<file path="src/rtl/c_tile_config.svh">
`ifndef C_TILE_CONFIG_SVH
`define C_TILE_CONFIG_SVH

// ==================================================
// tile geometry
// ==================================================

// rows of the result matrix C
`define C_TILE_M 8

// columns of the result matrix C
`define C_TILE_N 8

// bits per result word
`define C_TILE_DATA_W 32

// ==================================================
// drain detection
// ==================================================

// quiet cycles after the last SRAM write before the tile is complete
`define C_TILE_DRAIN_GAP 8

`endif

</file>
<file path="src/rtl/c_tile_pkg.sv">
`include "c_tile_config.svh"

package c_tile_pkg;

  // ==================================================
  // index widths, never narrower than one bit
  // ==================================================

  localparam int unsigned ROW_W  = (`C_TILE_M <= 1) ? 1 : $clog2(`C_TILE_M);
  localparam int unsigned COL_W  = (`C_TILE_N <= 1) ? 1 : $clog2(`C_TILE_N);
  localparam int unsigned ELEM_W =
    (`C_TILE_M * `C_TILE_N <= 1) ? 1 : $clog2(`C_TILE_M * `C_TILE_N);

  // ==================================================
  // tile types
  // ==================================================

  // row of C
  typedef logic [ROW_W-1:0] row_t;

  // column of C
  typedef logic [COL_W-1:0] col_t;

  // one result word
  typedef logic [`C_TILE_DATA_W-1:0] word_t;

  // flat element index, row * N + col
  typedef logic [ELEM_W-1:0] elem_idx_t;

endpackage

</file>
<file path="src/rtl/c_tile_if.sv">
// ==================================================
// write port, tile writer into the SRAM
// ==================================================
interface c_wr_if;
  import c_tile_pkg::*;

  // one full word write per cycle when high
  logic  we;
  row_t  wrow;
  col_t  wcol;
  word_t wdata;

  // producer side
  modport writer (
    output we,
    output wrow,
    output wcol,
    output wdata
  );

  // memory side
  modport mem (
    input we,
    input wrow,
    input wcol,
    input wdata
  );

  // drain detector only needs to see write activity
  modport mon (
    input we
  );
endinterface

// ==================================================
// read port, controller against the SRAM
// ==================================================
interface c_rd_if;
  import c_tile_pkg::*;

  // request toward memory
  logic  en;
  row_t  row;
  col_t  col;
  // response, one cycle after en
  word_t rdata;
  logic  rvalid;

  modport ctrl (output en, output row, output col, input rdata, input rvalid);
  modport mem  (input en, input row, input col, output rdata, output rvalid);
endinterface

</file>
<file path="src/rtl/c_tile_sram.sv">
`include "c_tile_config.svh"

module c_tile_sram (
  input  logic clk,
  input  logic rst,
  c_wr_if.mem  wr,
  c_rd_if.mem  rd
);
  import c_tile_pkg::*;

  // ==================================================
  // storage
  // ==================================================

  // one word per element of C, row major
  word_t mem_q [`C_TILE_M][`C_TILE_N];

  // port B, write from the tile writer
  // full word only, takes effect on the edge where we is high
  always_ff @(posedge clk) begin
    if (wr.we) begin
      mem_q[wr.wrow][wr.wcol] <= wr.wdata;
    end
  end

  // ==================================================
  // read port
  // ==================================================

  // port A, registered read data
  always_ff @(posedge clk) begin
    if (rd.en) begin
      rd.rdata <= mem_q[rd.row][rd.col];
    end
  end

  // rvalid follows en by one cycle
  always_ff @(posedge clk) begin
    if (rst) begin
      rd.rvalid <= 1'b0;
    end else begin
      rd.rvalid <= rd.en;
    end
  end

endmodule

</file>
<file path="src/flat_wrapper.sv">
// flat-port wrapper written by rule: the top's interface ports become plain ports
module c_tile_sram_flat import c_tile_pkg::*;
  (clk, rst, wr_we, wr_wrow, wr_wcol, wr_wdata, rd_en, rd_row, rd_col, rd_rdata, rd_rvalid);
  c_wr_if wr_i ();
  c_rd_if rd_i ();
  input  logic clk;
  input  logic rst;
  input wire logic [$bits(wr_i.we)-1:0] wr_we;
  input wire logic [$bits(wr_i.wrow)-1:0] wr_wrow;
  input wire logic [$bits(wr_i.wcol)-1:0] wr_wcol;
  input wire logic [$bits(wr_i.wdata)-1:0] wr_wdata;
  input wire logic [$bits(rd_i.en)-1:0] rd_en;
  input wire logic [$bits(rd_i.row)-1:0] rd_row;
  input wire logic [$bits(rd_i.col)-1:0] rd_col;
  output wire logic [$bits(rd_i.rdata)-1:0] rd_rdata;
  output wire logic [$bits(rd_i.rvalid)-1:0] rd_rvalid;
  assign wr_i.we = wr_we;
  assign wr_i.wrow = wr_wrow;
  assign wr_i.wcol = wr_wcol;
  assign wr_i.wdata = wr_wdata;
  assign rd_i.en = rd_en;
  assign rd_i.row = rd_row;
  assign rd_i.col = rd_col;
  assign rd_rdata = rd_i.rdata;
  assign rd_rvalid = rd_i.rvalid;
  c_tile_sram u_core (.clk(clk), .rst(rst), .wr(wr_i), .rd(rd_i));
endmodule
</file>
<file path="config.mk">
export PLATFORM = sky130hd
export DESIGN_NAME = c_tile_sram_flat
export DESIGN_NICKNAME = d
export VERILOG_FILES = /design/src/rtl/c_tile_pkg.sv /design/src/rtl/c_tile_if.sv /design/src/rtl/c_tile_sram.sv /design/src/flat_wrapper.sv
export VERILOG_INCLUDE_DIRS = /design/src /design/src/rtl
export SDC_FILE = /design/constraint.sdc
export NUM_CORES = 2
export LEC_CHECK = 0
export BUFFER_PORTS_ARGS = -buffer_cell sky130_fd_sc_hd__buf_4
export CORE_MARGIN = 2
export CORE_UTILIZATION = 30
export DETAILED_ROUTE_END_ITERATION = 8
export PLACE_DENSITY = 0.41
export SKIP_CTS_REPAIR_TIMING = 1
export SYNTH_ARGS = -nofsm -noshare
export SYNTH_HDL_FRONTEND = slang
export SYNTH_SLANG_ARGS = --single-unit
</file>
<file path="constraint.sdc">
create_clock -name clk -period 3.95 [get_ports clk]
set_input_delay 1.185 -clock clk [delete_from_list [all_inputs] [get_ports clk]]
set_output_delay 1.185 -clock clk [all_outputs]
set_load 0.005 [all_outputs]
</file>
[After elaboration in Yosys (flattened, before gate mapping)]
Memories as Yosys holds them, arrays and structs flattened.
Index checks and enable logic that the tools add are counted.
Cells by class
  $lt $le $gt $ge: 3
  multiplexer cells: 7
  bitwise operators: 2
  reduce and logical (&&, ||, !) cells: 1
Operator list (count)
  256-bit 2-to-1 mux: 1
  32-bit binary-select mux with 3-bit select: 1
  32-bit demux with 3-bit select: 1
  32-bit 2-to-1 mux: 3
  4-bit greater-or-equal comparator (second input constant): 2
  3-bit NOT with 4-bit output: 2
  4-bit by 1-bit < comparator with 1-bit output (second input constant): 1
  1-bit logical AND: 1
  1-bit 2-to-1 mux: 1
Word-level totals
  bits in registers: 33
  memory bits (writable): 2048
  output and inout bits: 33
  memories: 1
Memory list
  u_core.mem_q: depth 8, bits a word 256, rd ports 1, clocked after memory_dff 0, write ports 1, RTL line c_tile_sram.sv:16  | word_t mem_q [`C_TILE_M][`C_TILE_N];

[Longest topological paths before layout]
  depth in word-level cells: 6
  gate-level depth with buffers: 9

[Least setup slack after synthesis]
Ideal clock, no wire load.
  path kind: input port to flip-flop
  start point: in wr_wrow[1]
  end point: mem u_core.mem_q[2][0] in the netlist's numbering (enable)
  arrival time: 3384 ps
  required time: 3529 ps
  slack: 145 ps
  stages on the path: 4
  buffers on the path: 2
  cells stage by stage: clkbuf_1 or3b_2 clkbuf_1 nor2_1
RTL lines
  start: declaration: RTL line flat_wrapper.sv:9  | input wire logic [$bits(wr_i.wrow)-1:0] wr_wrow;
  end: declaration: RTL line c_tile_sram.sv:16
Straight into the memory's write port.

[Worst setup path in the final report]
  start point: in rd_row[0]
  end point: reg u_core.rd.rdata[25] (data pin)
Between the ends
  cells in the longest elaborated chain, start to end: 4
RTL lines
  start: declaration: RTL line flat_wrapper.sv:13  | input wire logic [$bits(rd_i.row)-1:0] rd_row;
  memory read 8 x 256 bit
  32-bit binary-select mux with 3-bit select: RTL line c_tile_sram.sv:33  | rd.rdata <= mem_q[rd.row][rd.col];
  32-bit 2-to-1 mux (implied by the code) (2 in series): RTL line c_tile_sram.sv:33
  end signal: assignment: RTL line c_tile_sram.sv:33
  end: declaration: RTL line c_tile_if.sv:50  | modport mem (input en, input row, input col, output rdata, output rvalid);
No other way between the ends. The select of a mux whose other input is x is not followed.
A chain may end at the register's enable or synchronous reset.

==> flow_metrics.py <==
metrics = {
    "cts": {
        "cts_root_buffer": "clkbuf_16",
        "clk_path_buf_depth": 3,
        "cts_made_buffers": 219,
        "numClockSinks": 2081,
        "htree_levels": 4,
        "clk_pin_slew_ns": 0.06,
        "clk_latency_ns": 0.85,
        "cts_tree": "built",
    },
    "setup_path": {
        "arrival_ns": 3.67,
        "cp.required_ns": 4.52,
        "path_buf_inv": 4,
        "max_stage_delay_ns": 0.56,
        "end_kind": "flip-flop",
        "worstPathMaxFanout": 16,
        "cpMostUsedCell": "buf_4",
        "reg2reg_slack_ns": 1.67,
        "path_cells": "buf_8, buf_12, buf_4, mux4_2, mux2_2, a221oi_1, buf_4, nor4_1",
        "setup.worst_path.start_class": "input port",
        "critical_path_class": "in2reg",
        "crit_family": "buffers and inverters",
        "cp_slowest_cell": "a221oi_1",
    },
    "route": {
        "routed_wl_um": 236000,
        "drt_iter0_drc": 3231,
        "avgRoutedWirePerCell_um": 30.4,
        "drc": 8,
        "drt_first_pass_iters": 7,
        "ant_nets": 0,
        "via_per_inst": 5.02,
        "vias": 39000,
    },
    "die": {
        "die_y_um": 520,
        "ios": 81,
        "num_rows": 189,
        "start_util_pct": 30.1,
        "die_x_um": 520,
        "die_area_um2": 270000,
        "core_area_um2": 265000,
    },
    "timing": {
        "final_max_slew_viol_count": 0,
        "skew_ns": 0.0312,
        "finalSetupTns_ns": 0,
        "relSlewSlack_pct": 32.5,
        "layout_min_cycle_time_ns": 3.10,
        "max_freq_ghz": 0.323,
        "finalHoldViolations": 0,
        "worst_slack_ns": 0.851,
        "final.period_utilization_pct": 78.4,
        "setup_viol": 0,
        "worst_pin_slew_ns": 1.01,
        "rsz0062_at_grt": "no",
    },
    "power_and_ir_drop": {
        "p_sw_share_pct": 21.8,
        "combPwrFrac_pct": 5.4,
        "p_int_mw": 36.4,
        "ir_drop_mv": 0.472,
        "total_power_mw": 46.6,
        "power_density_nw_per_um2": 492,
        "power_leakage_nw": 29.6,
        "p_seq_share_pct": 52.8,
        "net-switching-power_mw": 10.2,
        "clockPowerShare_pct": 41.8,
    },
    "worst_hold_path": {
        "hold_class": "in2reg",
    },
    "yosys": {
        "synth_nets": 3685,
        "synth_cell_types": 49,
        "syn_inst": 3637,
        "ys_warn_count": 0,
        "synth_edf_count": 2080,
        "postSynthAreaPerCell_um2": 22.0,
        "netlist_area_um2": 79900,
        "yosysSeqAreaShare_pct": 78.2,
        "synth_async_sr_flop_share_pct": 0,
        "ys.flop_type": "edfxtp_1",
        "ys_seq_elements": 2081,
    },
    "run": {
        "maxCapViolCount": 0,
    },
    "grt": {
        "grt.overflow.total": 0,
        "grt_pass1_wl_um": 327000,
        "track_usage_pct": 17.3,
        "grt_max_degree": 65,
        "grt_pass1_vias": 40000,
        "antenna_found_initial": 10,
    },
    "placement": {
        "port_buffers": 80,
        "gp_congestion": 0.731,
        "hpwl_um": 140000,
        "pre_cts_ws_ns": -0.00328,
    },
    "layout": {
        "areaGrowthSynthToFinish_pct": 18.5,
        "final_nets": 4103,
        "layout-drive-gt1-share_pct": 30.0,
    },
    "run_status": {
        "violations": "DRC",
        "outcome": "finished with violations",
    },
}
area by class of cell:
| type | count | area [µm²] |
|---|---|---|
| well taps | 3533 | 4420 |
| multi-input cells | 1345 | 16600 |
| inverters | 1 | 3.75 |
| fillers | 24500 | 170000 |
| diodes | 3 | 7.51 |
| clock inverters | 126 | 883 |
| clock buffers | 271 | 5760 |
| repair buffers | 407 | 4500 |
| flip-flops and latches | 2081 | 62500 |
synthesized netlist by cell type, drive strengths merged, types with 20 or more instances:
master | n | area (µm²)
a21oi | 74 | 374
clkbuf | 63 | 236
mux2i | 207 | 2070
edfxtp | 2080 | 62500
mux2 | 102 | 1150
mux4 | 387 | 8720
o22ai | 67 | 419
nand2 | 48 | 183
a211oi | 40 | 305
a22oi | 20 | 150
nor2b | 39 | 244
buf | 147 | 1090
nor2 | 100 | 375
a221oi | 77 | 674
a22o | 24 | 210
o21ai | 20 | 100
logic make-up (layout without fill, tap and decap cells):
logic type | Yosys count | count (layout) | synth area share, %
AO/OA/AOI/OAI | 393 | 393 | 3.64
buffers and inverters | 211 | 805 | 1.67
flip-flops | 2081 | 2081 | 78.2
multiplexers | 696 | 696 | 14.9
other | 0 | 3 | 0
AND/OR/NAND/NOR | 256 | 256 | 1.53
state kept, by name (all words and copies together), names as in the netlist:
| register | count |
|---|---|
| u_core.mem_q | 2048 |
| u_core.rd.rvalid | 1 |
| u_core.rd.rdata | 32 |
layout by cell type (no fill, tap or decap), types with 5 or more instances in the layout:
master,count
mux4_2,387
inv_6,5
nor4_1,7
buf_12,114
nor2_4,65
a22o_1,24
nand4_1,11
clkinv_1,70
a31oi_1,6
a221oi_1,77
o22a_1,10
buf_4,290
a22oi_1,20
bufinv_16,11
mux2_2,102
nand2b_1,11
a32oi_1,10
clkinv_2,34
o21ai_0,20
o221ai_1,13
a311oi_1,6
a2111oi_2,10
mux2i_1,207
clkbuf_16,223
edfxtp_1,2080
a21oi_1,73
a211o_1,10
a211oi_1,39
nand2_1,47
nand3_1,19
nor2_1,31
nor2b_1,37
o22ai_1,67
clkbuf_1,48
power groups by stage:
stage | clock (mW) | combinational [mW] | sequential [mW]
3_5_place_dp | 0 | 2.61 | 25.1
4_1_cts | 20.1 | 2.62 | 24.6
5_1_grt | 20.9 | 2.72 | 24.6
3_3_place_gp | 0 | 2.61 | 25.1
6_report | 19.5 | 2.53 | 24.6
2_1_floorplan | 0 | 1.26 | 25.0
metal layers:
layer	part of all wire, %	GRT usage (%)	up-vias
met1	46	24.5	21500
met2	48	27.7	921
met3	4.3	2.76	274
met4	2.3	4.20	2
li1	-	-	16300
met5	0.0085	0	-
through the flow:
step	utilization (%)	instances	hold slack, ns	instance area [µm²]
2_1_floorplan	-	3637	0.820	79900
3_3_place_gp	33.2	7367	0.894	88000
3_5_place_dp	33.2	7367	0.887	88000
4_1_cts	35.7	7764	0.406	94600
5_1_grt	35.7	7765	0.447	94600
6_report	35.7	7767	0.493	94600
worst paths after layout:
path,start,to,depth (start not counted)
setup reg to reg,u_core.mem_q[5][217],u_core.rd.rdata[25],5
hold reg to reg,u_core.mem_q[6][54],u_core.rd.rdata[22],3
setup / recovery,rd_row[0],u_core.rd.rdata[25],8
hold / removal,rst,u_core.rd.rvalid,2
Power figures use the tool's default switching activity.
