File: config.mk
export PLATFORM = sky130hd
export DESIGN_NAME = c_read_ctrl_flat
export DESIGN_NICKNAME = d
export VERILOG_FILES = /design/src/rtl/c_cpu_pkg.sv /design/src/rtl/c_tile_pkg.sv /design/src/rtl/c_tile_if.sv /design/src/rtl/c_read_ctrl.sv /design/src/flat_wrapper.sv
export VERILOG_INCLUDE_DIRS = /design/src /design/src/rtl
export SDC_FILE = /design/constraint.sdc
export NUM_CORES = 1
export LEC_CHECK = 0
export BUFFER_PORTS_ARGS = -buffer_cell sky130_fd_sc_hd__buf_4
export CORE_ASPECT_RATIO = 0.7
export CORE_MARGIN = 1.5
export CORE_UTILIZATION = 43
export DETAILED_ROUTE_END_ITERATION = 16
export PLACE_DENSITY = 0.81
export SLEW_MARGIN = 10
export SYNTH_ARGS = -nofsm -noshare
export SYNTH_HDL_FRONTEND = slang
export SYNTH_SLANG_ARGS = --single-unit
File: constraint.sdc
create_clock -name clk -period 2.2 [get_ports clk]
set_input_delay 0.33 -clock clk [delete_from_list [all_inputs] [get_ports clk]]
set_output_delay 0.33 -clock clk [all_outputs]
set_load 0.02 [all_outputs]
File: src/rtl/c_tile_config.svh
`ifndef C_TILE_CONFIG_SVH
`define C_TILE_CONFIG_SVH

// ==================================================
// tile geometry
// ==================================================

// rows of the result matrix C
`define C_TILE_M 8

// columns of the result matrix C
`define C_TILE_N 8

// bits per result word
`define C_TILE_DATA_W 32

// ==================================================
// drain detection
// ==================================================

// quiet cycles after the last SRAM write before the tile is complete
`define C_TILE_DRAIN_GAP 8

`endif

File: src/rtl/c_cpu_pkg.sv
package c_cpu_pkg;

  // ==================================================
  // cpu read side
  // ==================================================

  // read controller state
  // idle waits for a cpu request once the tile is done
  // wait holds the address until the memory returns the word
  typedef enum logic {
    RD_IDLE = 1'b0,
    RD_WAIT = 1'b1
  } rd_state_t;

endpackage

File: src/rtl/c_tile_pkg.sv
`include "c_tile_config.svh"

package c_tile_pkg;

  // ==================================================
  // index widths, never narrower than one bit
  // ==================================================

  localparam int unsigned ROW_W  = (`C_TILE_M <= 1) ? 1 : $clog2(`C_TILE_M);
  localparam int unsigned COL_W  = (`C_TILE_N <= 1) ? 1 : $clog2(`C_TILE_N);
  localparam int unsigned ELEM_W =
    (`C_TILE_M * `C_TILE_N <= 1) ? 1 : $clog2(`C_TILE_M * `C_TILE_N);

  // ==================================================
  // tile types
  // ==================================================

  // row of C
  typedef logic [ROW_W-1:0] row_t;

  // column of C
  typedef logic [COL_W-1:0] col_t;

  // one result word
  typedef logic [`C_TILE_DATA_W-1:0] word_t;

  // flat element index, row * N + col
  typedef logic [ELEM_W-1:0] elem_idx_t;

endpackage

File: src/rtl/c_tile_if.sv
// ==================================================
// write port, tile writer into the SRAM
// ==================================================
interface c_wr_if;
  import c_tile_pkg::*;

  // one full word write per cycle when high
  logic  we;
  row_t  wrow;
  col_t  wcol;
  word_t wdata;

  // producer side
  modport writer (
    output we,
    output wrow,
    output wcol,
    output wdata
  );

  // memory side
  modport mem (
    input we,
    input wrow,
    input wcol,
    input wdata
  );

  // drain detector only needs to see write activity
  modport mon (
    input we
  );
endinterface

// ==================================================
// read port, controller against the SRAM
// ==================================================
interface c_rd_if;
  import c_tile_pkg::*;

  // request toward memory
  logic  en;
  row_t  row;
  col_t  col;
  // response, one cycle after en
  word_t rdata;
  logic  rvalid;

  modport ctrl (output en, output row, output col, input rdata, input rvalid);
  modport mem  (input en, input row, input col, output rdata, output rvalid);
endinterface

File: src/rtl/c_read_ctrl.sv
`include "c_tile_config.svh"

module c_read_ctrl (
  input  logic               clk,
  input  logic               rst,
  input  logic               start,
  c_wr_if.mon                wmon,
  c_rd_if.ctrl               rd,
  input  logic               cpu_en,
  input  c_tile_pkg::row_t   cpu_row,
  input  c_tile_pkg::col_t   cpu_col,
  output c_tile_pkg::word_t  cpu_rdata,
  output logic               cpu_rvalid,
  output logic               tile_done
);
  import c_tile_pkg::*;
  import c_cpu_pkg::*;

  localparam int unsigned GAP   = `C_TILE_DRAIN_GAP;
  localparam int unsigned CNT_W = (GAP < 1) ? 1 : $clog2(GAP + 1);

  // ==================================================
  // drain detector
  // ==================================================

  // armed from start until the tile is declared done
  logic             armed_q;
  // at least one write seen since start
  logic             wrote_q;
  // write-free cycles since the last write, saturates at GAP
  logic [CNT_W-1:0] quiet_q;

  always_ff @(posedge clk) begin
    if (rst) begin
      armed_q   <= 1'b0;
      wrote_q   <= 1'b0;
      quiet_q   <= '0;
      tile_done <= 1'b0;
    end else if (start) begin
      // a write in the start cycle already belongs to the new tile
      armed_q   <= 1'b1;
      wrote_q   <= wmon.we;
      quiet_q   <= '0;
      tile_done <= 1'b0;
    end else begin
      if (wmon.we) begin
        wrote_q <= 1'b1;
        quiet_q <= '0;
      end else if (armed_q && wrote_q && (quiet_q != CNT_W'(GAP))) begin
        quiet_q <= quiet_q + 1'b1;
      end
      // quiet long enough, tile stays done until the next start
      if (armed_q && wrote_q && !wmon.we && (quiet_q == CNT_W'(GAP))) begin
        tile_done <= 1'b1;
        armed_q   <= 1'b0;
      end
    end
  end

  // ==================================================
  // cpu read FSM
  // ==================================================

  rd_state_t state_q;
  // address held for the memory access
  row_t      row_q;
  col_t      col_q;

  // one read issued per request, en drops once the word is back
  assign rd.en  = (state_q == RD_WAIT) && !rd.rvalid;
  assign rd.row = row_q;
  assign rd.col = col_q;

  // address latch
  always_ff @(posedge clk) begin
    if ((state_q == RD_IDLE) && tile_done && cpu_en) begin
      row_q <= cpu_row;
      col_q <= cpu_col;
    end
  end

  // returned word
  always_ff @(posedge clk) begin
    if ((state_q == RD_WAIT) && rd.rvalid) begin
      cpu_rdata <= rd.rdata;
    end
  end

  always_ff @(posedge clk) begin
    if (rst) begin
      state_q    <= RD_IDLE;
      cpu_rvalid <= 1'b0;
    end else begin
      // rvalid is a single cycle pulse
      cpu_rvalid <= 1'b0;
      case (state_q)
        RD_IDLE: begin
          // requests before the tile is complete are dropped
          if (tile_done && cpu_en) begin
            state_q <= RD_WAIT;
          end
        end
        RD_WAIT: begin
          if (rd.rvalid) begin
            cpu_rvalid <= 1'b1;
            state_q    <= RD_IDLE;
          end
        end
        default: state_q <= RD_IDLE;
      endcase
    end
  end

endmodule

File: src/flat_wrapper.sv
// flat-port wrapper written by rule: the top's interface ports become plain ports
module c_read_ctrl_flat import c_tile_pkg::*; import c_cpu_pkg::*;
  (clk, rst, start, cpu_en, cpu_row, cpu_col, cpu_rdata, cpu_rvalid, tile_done, wmon_we, rd_en, rd_row, rd_col, rd_rdata, rd_rvalid);
  c_wr_if wmon_i ();
  c_rd_if rd_i ();
  input  logic clk;
  input  logic rst;
  input  logic start;
  input  logic cpu_en;
  input  c_tile_pkg::row_t cpu_row;
  input  c_tile_pkg::col_t cpu_col;
  output c_tile_pkg::word_t cpu_rdata;
  output logic cpu_rvalid;
  output logic tile_done;
  input wire logic [$bits(wmon_i.we)-1:0] wmon_we;
  output wire logic [$bits(rd_i.en)-1:0] rd_en;
  output wire logic [$bits(rd_i.row)-1:0] rd_row;
  output wire logic [$bits(rd_i.col)-1:0] rd_col;
  input wire logic [$bits(rd_i.rdata)-1:0] rd_rdata;
  input wire logic [$bits(rd_i.rvalid)-1:0] rd_rvalid;
  assign wmon_i.we = wmon_we;
  assign rd_en = rd_i.en;
  assign rd_row = rd_i.row;
  assign rd_col = rd_i.col;
  assign rd_i.rdata = rd_rdata;
  assign rd_i.rvalid = rd_rvalid;
  c_read_ctrl u_core (.clk(clk), .rst(rst), .start(start), .wmon(wmon_i), .rd(rd_i), .cpu_en(cpu_en), .cpu_row(cpu_row), .cpu_col(cpu_col), .cpu_rdata(cpu_rdata), .cpu_rvalid(cpu_rvalid), .tile_done(tile_done));
endmodule
### Yosys cells after proc, flatten, opt, wreduce, memory -nomap -nowiden

Index checks and enable logic that the tools add are counted.

* bits of input ports: 44
* bits in registers: 47

* reduce and logical (&&, ||, !) cells: 16
* multiplexer cells: 8
* $add $sub $neg: 1
* eq/ne operators: 2
* bitwise gates (word level): 1

Operators by type and width (number)
* logical AND 1 bit: 9
* 2-to-1 mux 1 bit: 7
* adder 4 x 1 -> 4 bit (second input constant): 1
* == test 4 bit (second input constant): 1
* != test 4 bit (second input constant): 1
* nonzero test 2 bit: 2
* OR reduction 2 bit: 2
* OR reduction 3 bit: 1
* zero test 1 bit: 2
* one-hot mux 1 bit (2 select lines): 1
* inverter 1 bit: 1

### Longest topological paths before layout

* depth after elaboration: 5
* depth in mapped cells: 5
* gate-level depth less buffers: 5

### Least setup slack after synthesis

No wires, ideal clock.

* path type: input -> register
* start: in rd_rvalid
* end: reg u_core.cpu_rdata[0] (enable)
* cell stages on the path: 1
* setup time: 0.393 ns
* path slack: 0.672 ns
* data arrival time: 1.135 ns
* required time: 1.807 ns
* cell sequence: and2_1

* word-level cells in the longest chain between the ends: 1

Ends and longest elaborated chain
* from (decl): RTL line flat_wrapper.sv:20 `input wire logic [$bits(rd_i.rvalid)-1:0] rd_rvalid;`
* logical AND 1 bit: RTL line c_read_ctrl.sv:84 `if ((state_q == RD_WAIT) && rd.rvalid) begin`
* to (signal assigned): RTL line c_read_ctrl.sv:85 `cpu_rdata <= rd.rdata;`
* to (decl): RTL line c_read_ctrl.sv:12 `output c_tile_pkg::word_t cpu_rdata,`

No other way between the ends.
A chain may end at the register's enable or synchronous reset.

### Worst setup path after layout

* start: reg u_core.quiet_q[0]
* end: reg u_core.quiet_q[0]

* word-level cells in the longest chain between the ends: 2
* elaborated cells on any way between the ends: 3

Ends and longest elaborated chain
* from (decl): RTL line c_read_ctrl.sv:31 `logic [CNT_W-1:0] quiet_q;`
* from (signal assigned): RTL line c_read_ctrl.sv:50 `quiet_q <= quiet_q + 1'b1;`
* parallel branches: the longest is 2 deep, another holds adder 4 x 1 -> 4 bit

Several ways; the timed one is not identified.

==> summary.md <==
| Metric | Value |
|---|---|
| Crit path required time | ~2400 ps |
| Hold Path Origin | rd_rdata[7] |
| Busiest grt layer | met2 |
| Maximum VDD drop | roughly 0.57 mV |
| Clock Tree Buf Depth | 2 |
| Top cell type's share of synthesized area | 74.0% |
| Mapped Area | approximately 1500 sq um |
| Initial antenna violation count | 0 |
| Area growth from synthesis to layout | 50.4% |
| Fmax achieved | 0.732 GHz |
| Vias in the first global route | around 1000 |
| Met3 GRT Util | just over 10% |
| Ys Warns | 0 |
| Filler cell count | 250 |
| Met1 usage | 16.6% |
| Yosys top cell by area | edfxtp_1 |
| Slowest cell delay on critical path | 400 ps |
| Routed len/inst | ~14 um |
| Cell count after synthesis | 83 |
| FF+latch area | about 1300 sq um |
| Worst Reg-to-Reg Cells | 5 |
| Area of the core | around 3300 sq um |
| Worst Path Max Fanout | 5 |
| # nets final | 221 |
| Final worst path period share | 62.1% |
| Post-route design area | 2320 sq um |
| Type of origin of the critical path | flip-flop |
| Die Width | roughly 75 um |
| Delay-heaviest family, CP | simple AND/OR/NAND/NOR gates |
| PostCTS Resize Cnt | 0 |
| Crit path cell chain | inv_1 > ha_1 > and3b_4 > or3_1 > a21oi_1 |
| Met2 GRT Util | a little over a quarter |
| Share of layout cells above drive strength 1 | between 50% and 60% |
| Clk slew on worst S/H paths | around 80 ps |
| Pre-antenna DRT Iters | 4 |
| GRT Util Overall | ~16% |
| CTS tree | yes |
| Final Setup Violations | 0 |
| Hold Fails Final Rpt | 0 |
| DRT iter0 DRCs | 29 |
| Hold Path Cell Cnt | 1 |
| Sink Count | 47 |
| Buf/Inv on CP | 1 |
| Initial Util | 47.1% |
| Post-place setup slack | between 800 and 900 ps |
| Total number of vias | 1061 |
| Post-Route Skew | 3.57 ps |
| WHS Endpoint | u_core.cpu_rdata[7] |
| # rows | 17 |
| Worst-skew pair later-pin latency | between 200 and 300 ps |
| Detail Route Antenna Nets | 0 |
| Routed vias/inst | about 4.8 |
| GPL Wtd Cong | ~0.69 |
| Multi-input gate area | between 200 and 250 sq um |
| Boundary Pins | 85 |
| Fin Setup TNS | 0 ps |
| Min Hold Slack | around 210 ps |
| DIE AREA | between 3000 and 4000 sq um |
| Min Tclk post-route | around 1400 ps |
| Syn Nets | between 100 and 150 |
| Port Buf Inserts | 84 |
| Root buf cell | clkbuf_8 |
| Die Height | ~53 um |
| Pwr dens | between 600 and 700 nW/um^2 |
| RSZ-0062 raised after global routing | no |
| Status | complete, no violations |
| Mean Syn Cell Area | about 19 sq um |
| Final wirelength | 3120 um |
| Worst relative slew slack | ~72% |
| HPWL after detailed placement | about 2400 um |
| N_diodes | 0 |
| Synthesis-stage register bit count | 47 |
| Hold Crit Class | in -> reg |
| Tightest Pin Transition | about 410 ps |
| First-pass GRT wire length | approximately 4400 um |
| Leakage | about 0.93 nW |
| Setup ws final | ~830 ps |
| Max-cap violations | 0 |
| Setup Crit Path Kind | reg -> reg |
| Seq/Total Area, Yosys | between 80% and 90% |
| Crit Reg-Reg Endpoint | u_core.quiet_q[0] |
| H-tree levels | 2 |
| Reg2reg start | u_core.quiet_q[0] |
| Final Slew Violations | 0 |
| Gr ovfl total | 0 |
| Pin count of the biggest net entering global routing | 34 |
| DRC | 0 |
| Crit path capture type | flip-flop |
| Slowest cell on crit path | dfxtp_1 |
| Netlist cell types | 20 |
| Ranking of synthesized cells by area | edfxtp_1 (74%), dfxtp_1 (12%), ha_1 (1.6%), or3_1 (1.6%), nor2_1 (1.2%) |
| CTS Buf Count | 5 |
| CTS Hold Buffers Added | 0 |
| Flop-to-flop setup slack | 830 ps |
| DP Area | approximately 2200 sq um |
| Crit path DAT | between 1500 and 2000 ps |
| Post-CTS Setup Inserts | 0 |
## power breakdown
group | switching (mW) | total, mW | internal (mW)
Sequential | 0.00256 | 0.963 | 0.961
Combinational | 0.0185 | 0.0693 | 0.0508
Clock | 0.247 | 0.473 | 0.226
Total | 0.268 | 1.51 | 1.24
## flip-flops by register name, indices dropped and copies added, names as in the netlist
name and count:
u_core.cpu_rdata 32, u_core.quiet_q 4, u_core.rd.col 3, u_core.rd.row 3
u_core.armed_q 1, u_core.cpu_rvalid 1, u_core.state_q 1, u_core.tile_done 1
u_core.wrote_q 1
## per-layer routing
metal  share of wire, %  wire (um)
met5                  0          0
met2                 48       1510
met3                 14        426
met1                 37       1140
met4                1.3         41
## stage by stage
step                total power [mW]  util, %  std cells
detailed placement              1.05     68.3        215
global route                    1.56     70.8        223
global placement                1.05     68.3        215
floorplan                      0.989        -         83
CTS                             1.52     70.8        223
finish                          1.51     70.8        223
## Yosys cell counts
library cell  instances
a211oi_1              1
a21oi_1               3
a31oi_1               1
and2_1                1
and3b_1               1
and3b_4               1
and4bb_2              1
dfxtp_1               9
edfxtp_1             38
ha_1                  2
inv_1                 2
nand2_1               3
nand3_1               2
nor2_1                5
nor2b_1               3
nor3_1                2
o211ai_1              1
o21ai_0               2
o31ai_1               1
or3_1                 4
## how the worst max path moves through the flow
stage / from / endpoint / slack [ps] / depth (start not counted)
after floorplan: rd_rvalid / u_core.cpu_rdata[0] / 670 / 1
after global placement: u_core.quiet_q[0] / u_core.quiet_q[0] / 930 / 5
after detailed placement: u_core.quiet_q[0] / u_core.quiet_q[0] / 850 / 5
after CTS: u_core.quiet_q[0] / u_core.quiet_q[0] / 830 / 5
after global routing: u_core.quiet_q[0] / u_core.quiet_q[0] / 780 / 5
final: u_core.quiet_q[0] / u_core.quiet_q[0] / 830 / 5
## cell families after synthesis
family | Yosys count | synth area share (%)
flops | 47 | 85.7
buf+inv | 2 | 0.487
compound gates | 9 | 3.49
simple gates | 23 | 8.69
fa+ha+maj | 2 | 1.62
## final cells by class
| class | instances | area share, % |
|---|---|---|
| flip-flops and latches | 47 | 57.0 |
| repair buffers | 85 | 27.5 |
| multi-input cells | 34 | 9.17 |
| clock buffers | 8 | 3.45 |
| well taps | 47 | 2.54 |
| inverters | 2 | 0.324 |
## placed cells by master (no fill, tap or decap)
cell,Yosys,layout
nor2_1,5,5
and4bb_2,1,1
and3b_4,1,1
clkbuf_8,0,5
o21ai_0,2,2
a211oi_1,1,1
o31ai_1,1,1
nand2_1,3,3
a31oi_1,1,1
and2_1,1,1
nor3_1,2,2
and3b_1,1,1
edfxtp_1,38,38
dfxtp_1,9,9
buf_4,0,85
nor2b_1,3,3
nand3_1,2,2
clkbuf_1,0,3
o211ai_1,1,1
a21oi_1,3,3
ha_1,2,2
or3_1,4,4
inv_1,2,2
## worst register-to-register path, stage by stage (launching register included)
cell and delay [ps]:
dfxtp_1 400, inv_1 60, ha_1 210, and3b_4 200
or3_1 300, a21oi_1 140
Note: power is estimated with default switching activity, not from simulation.
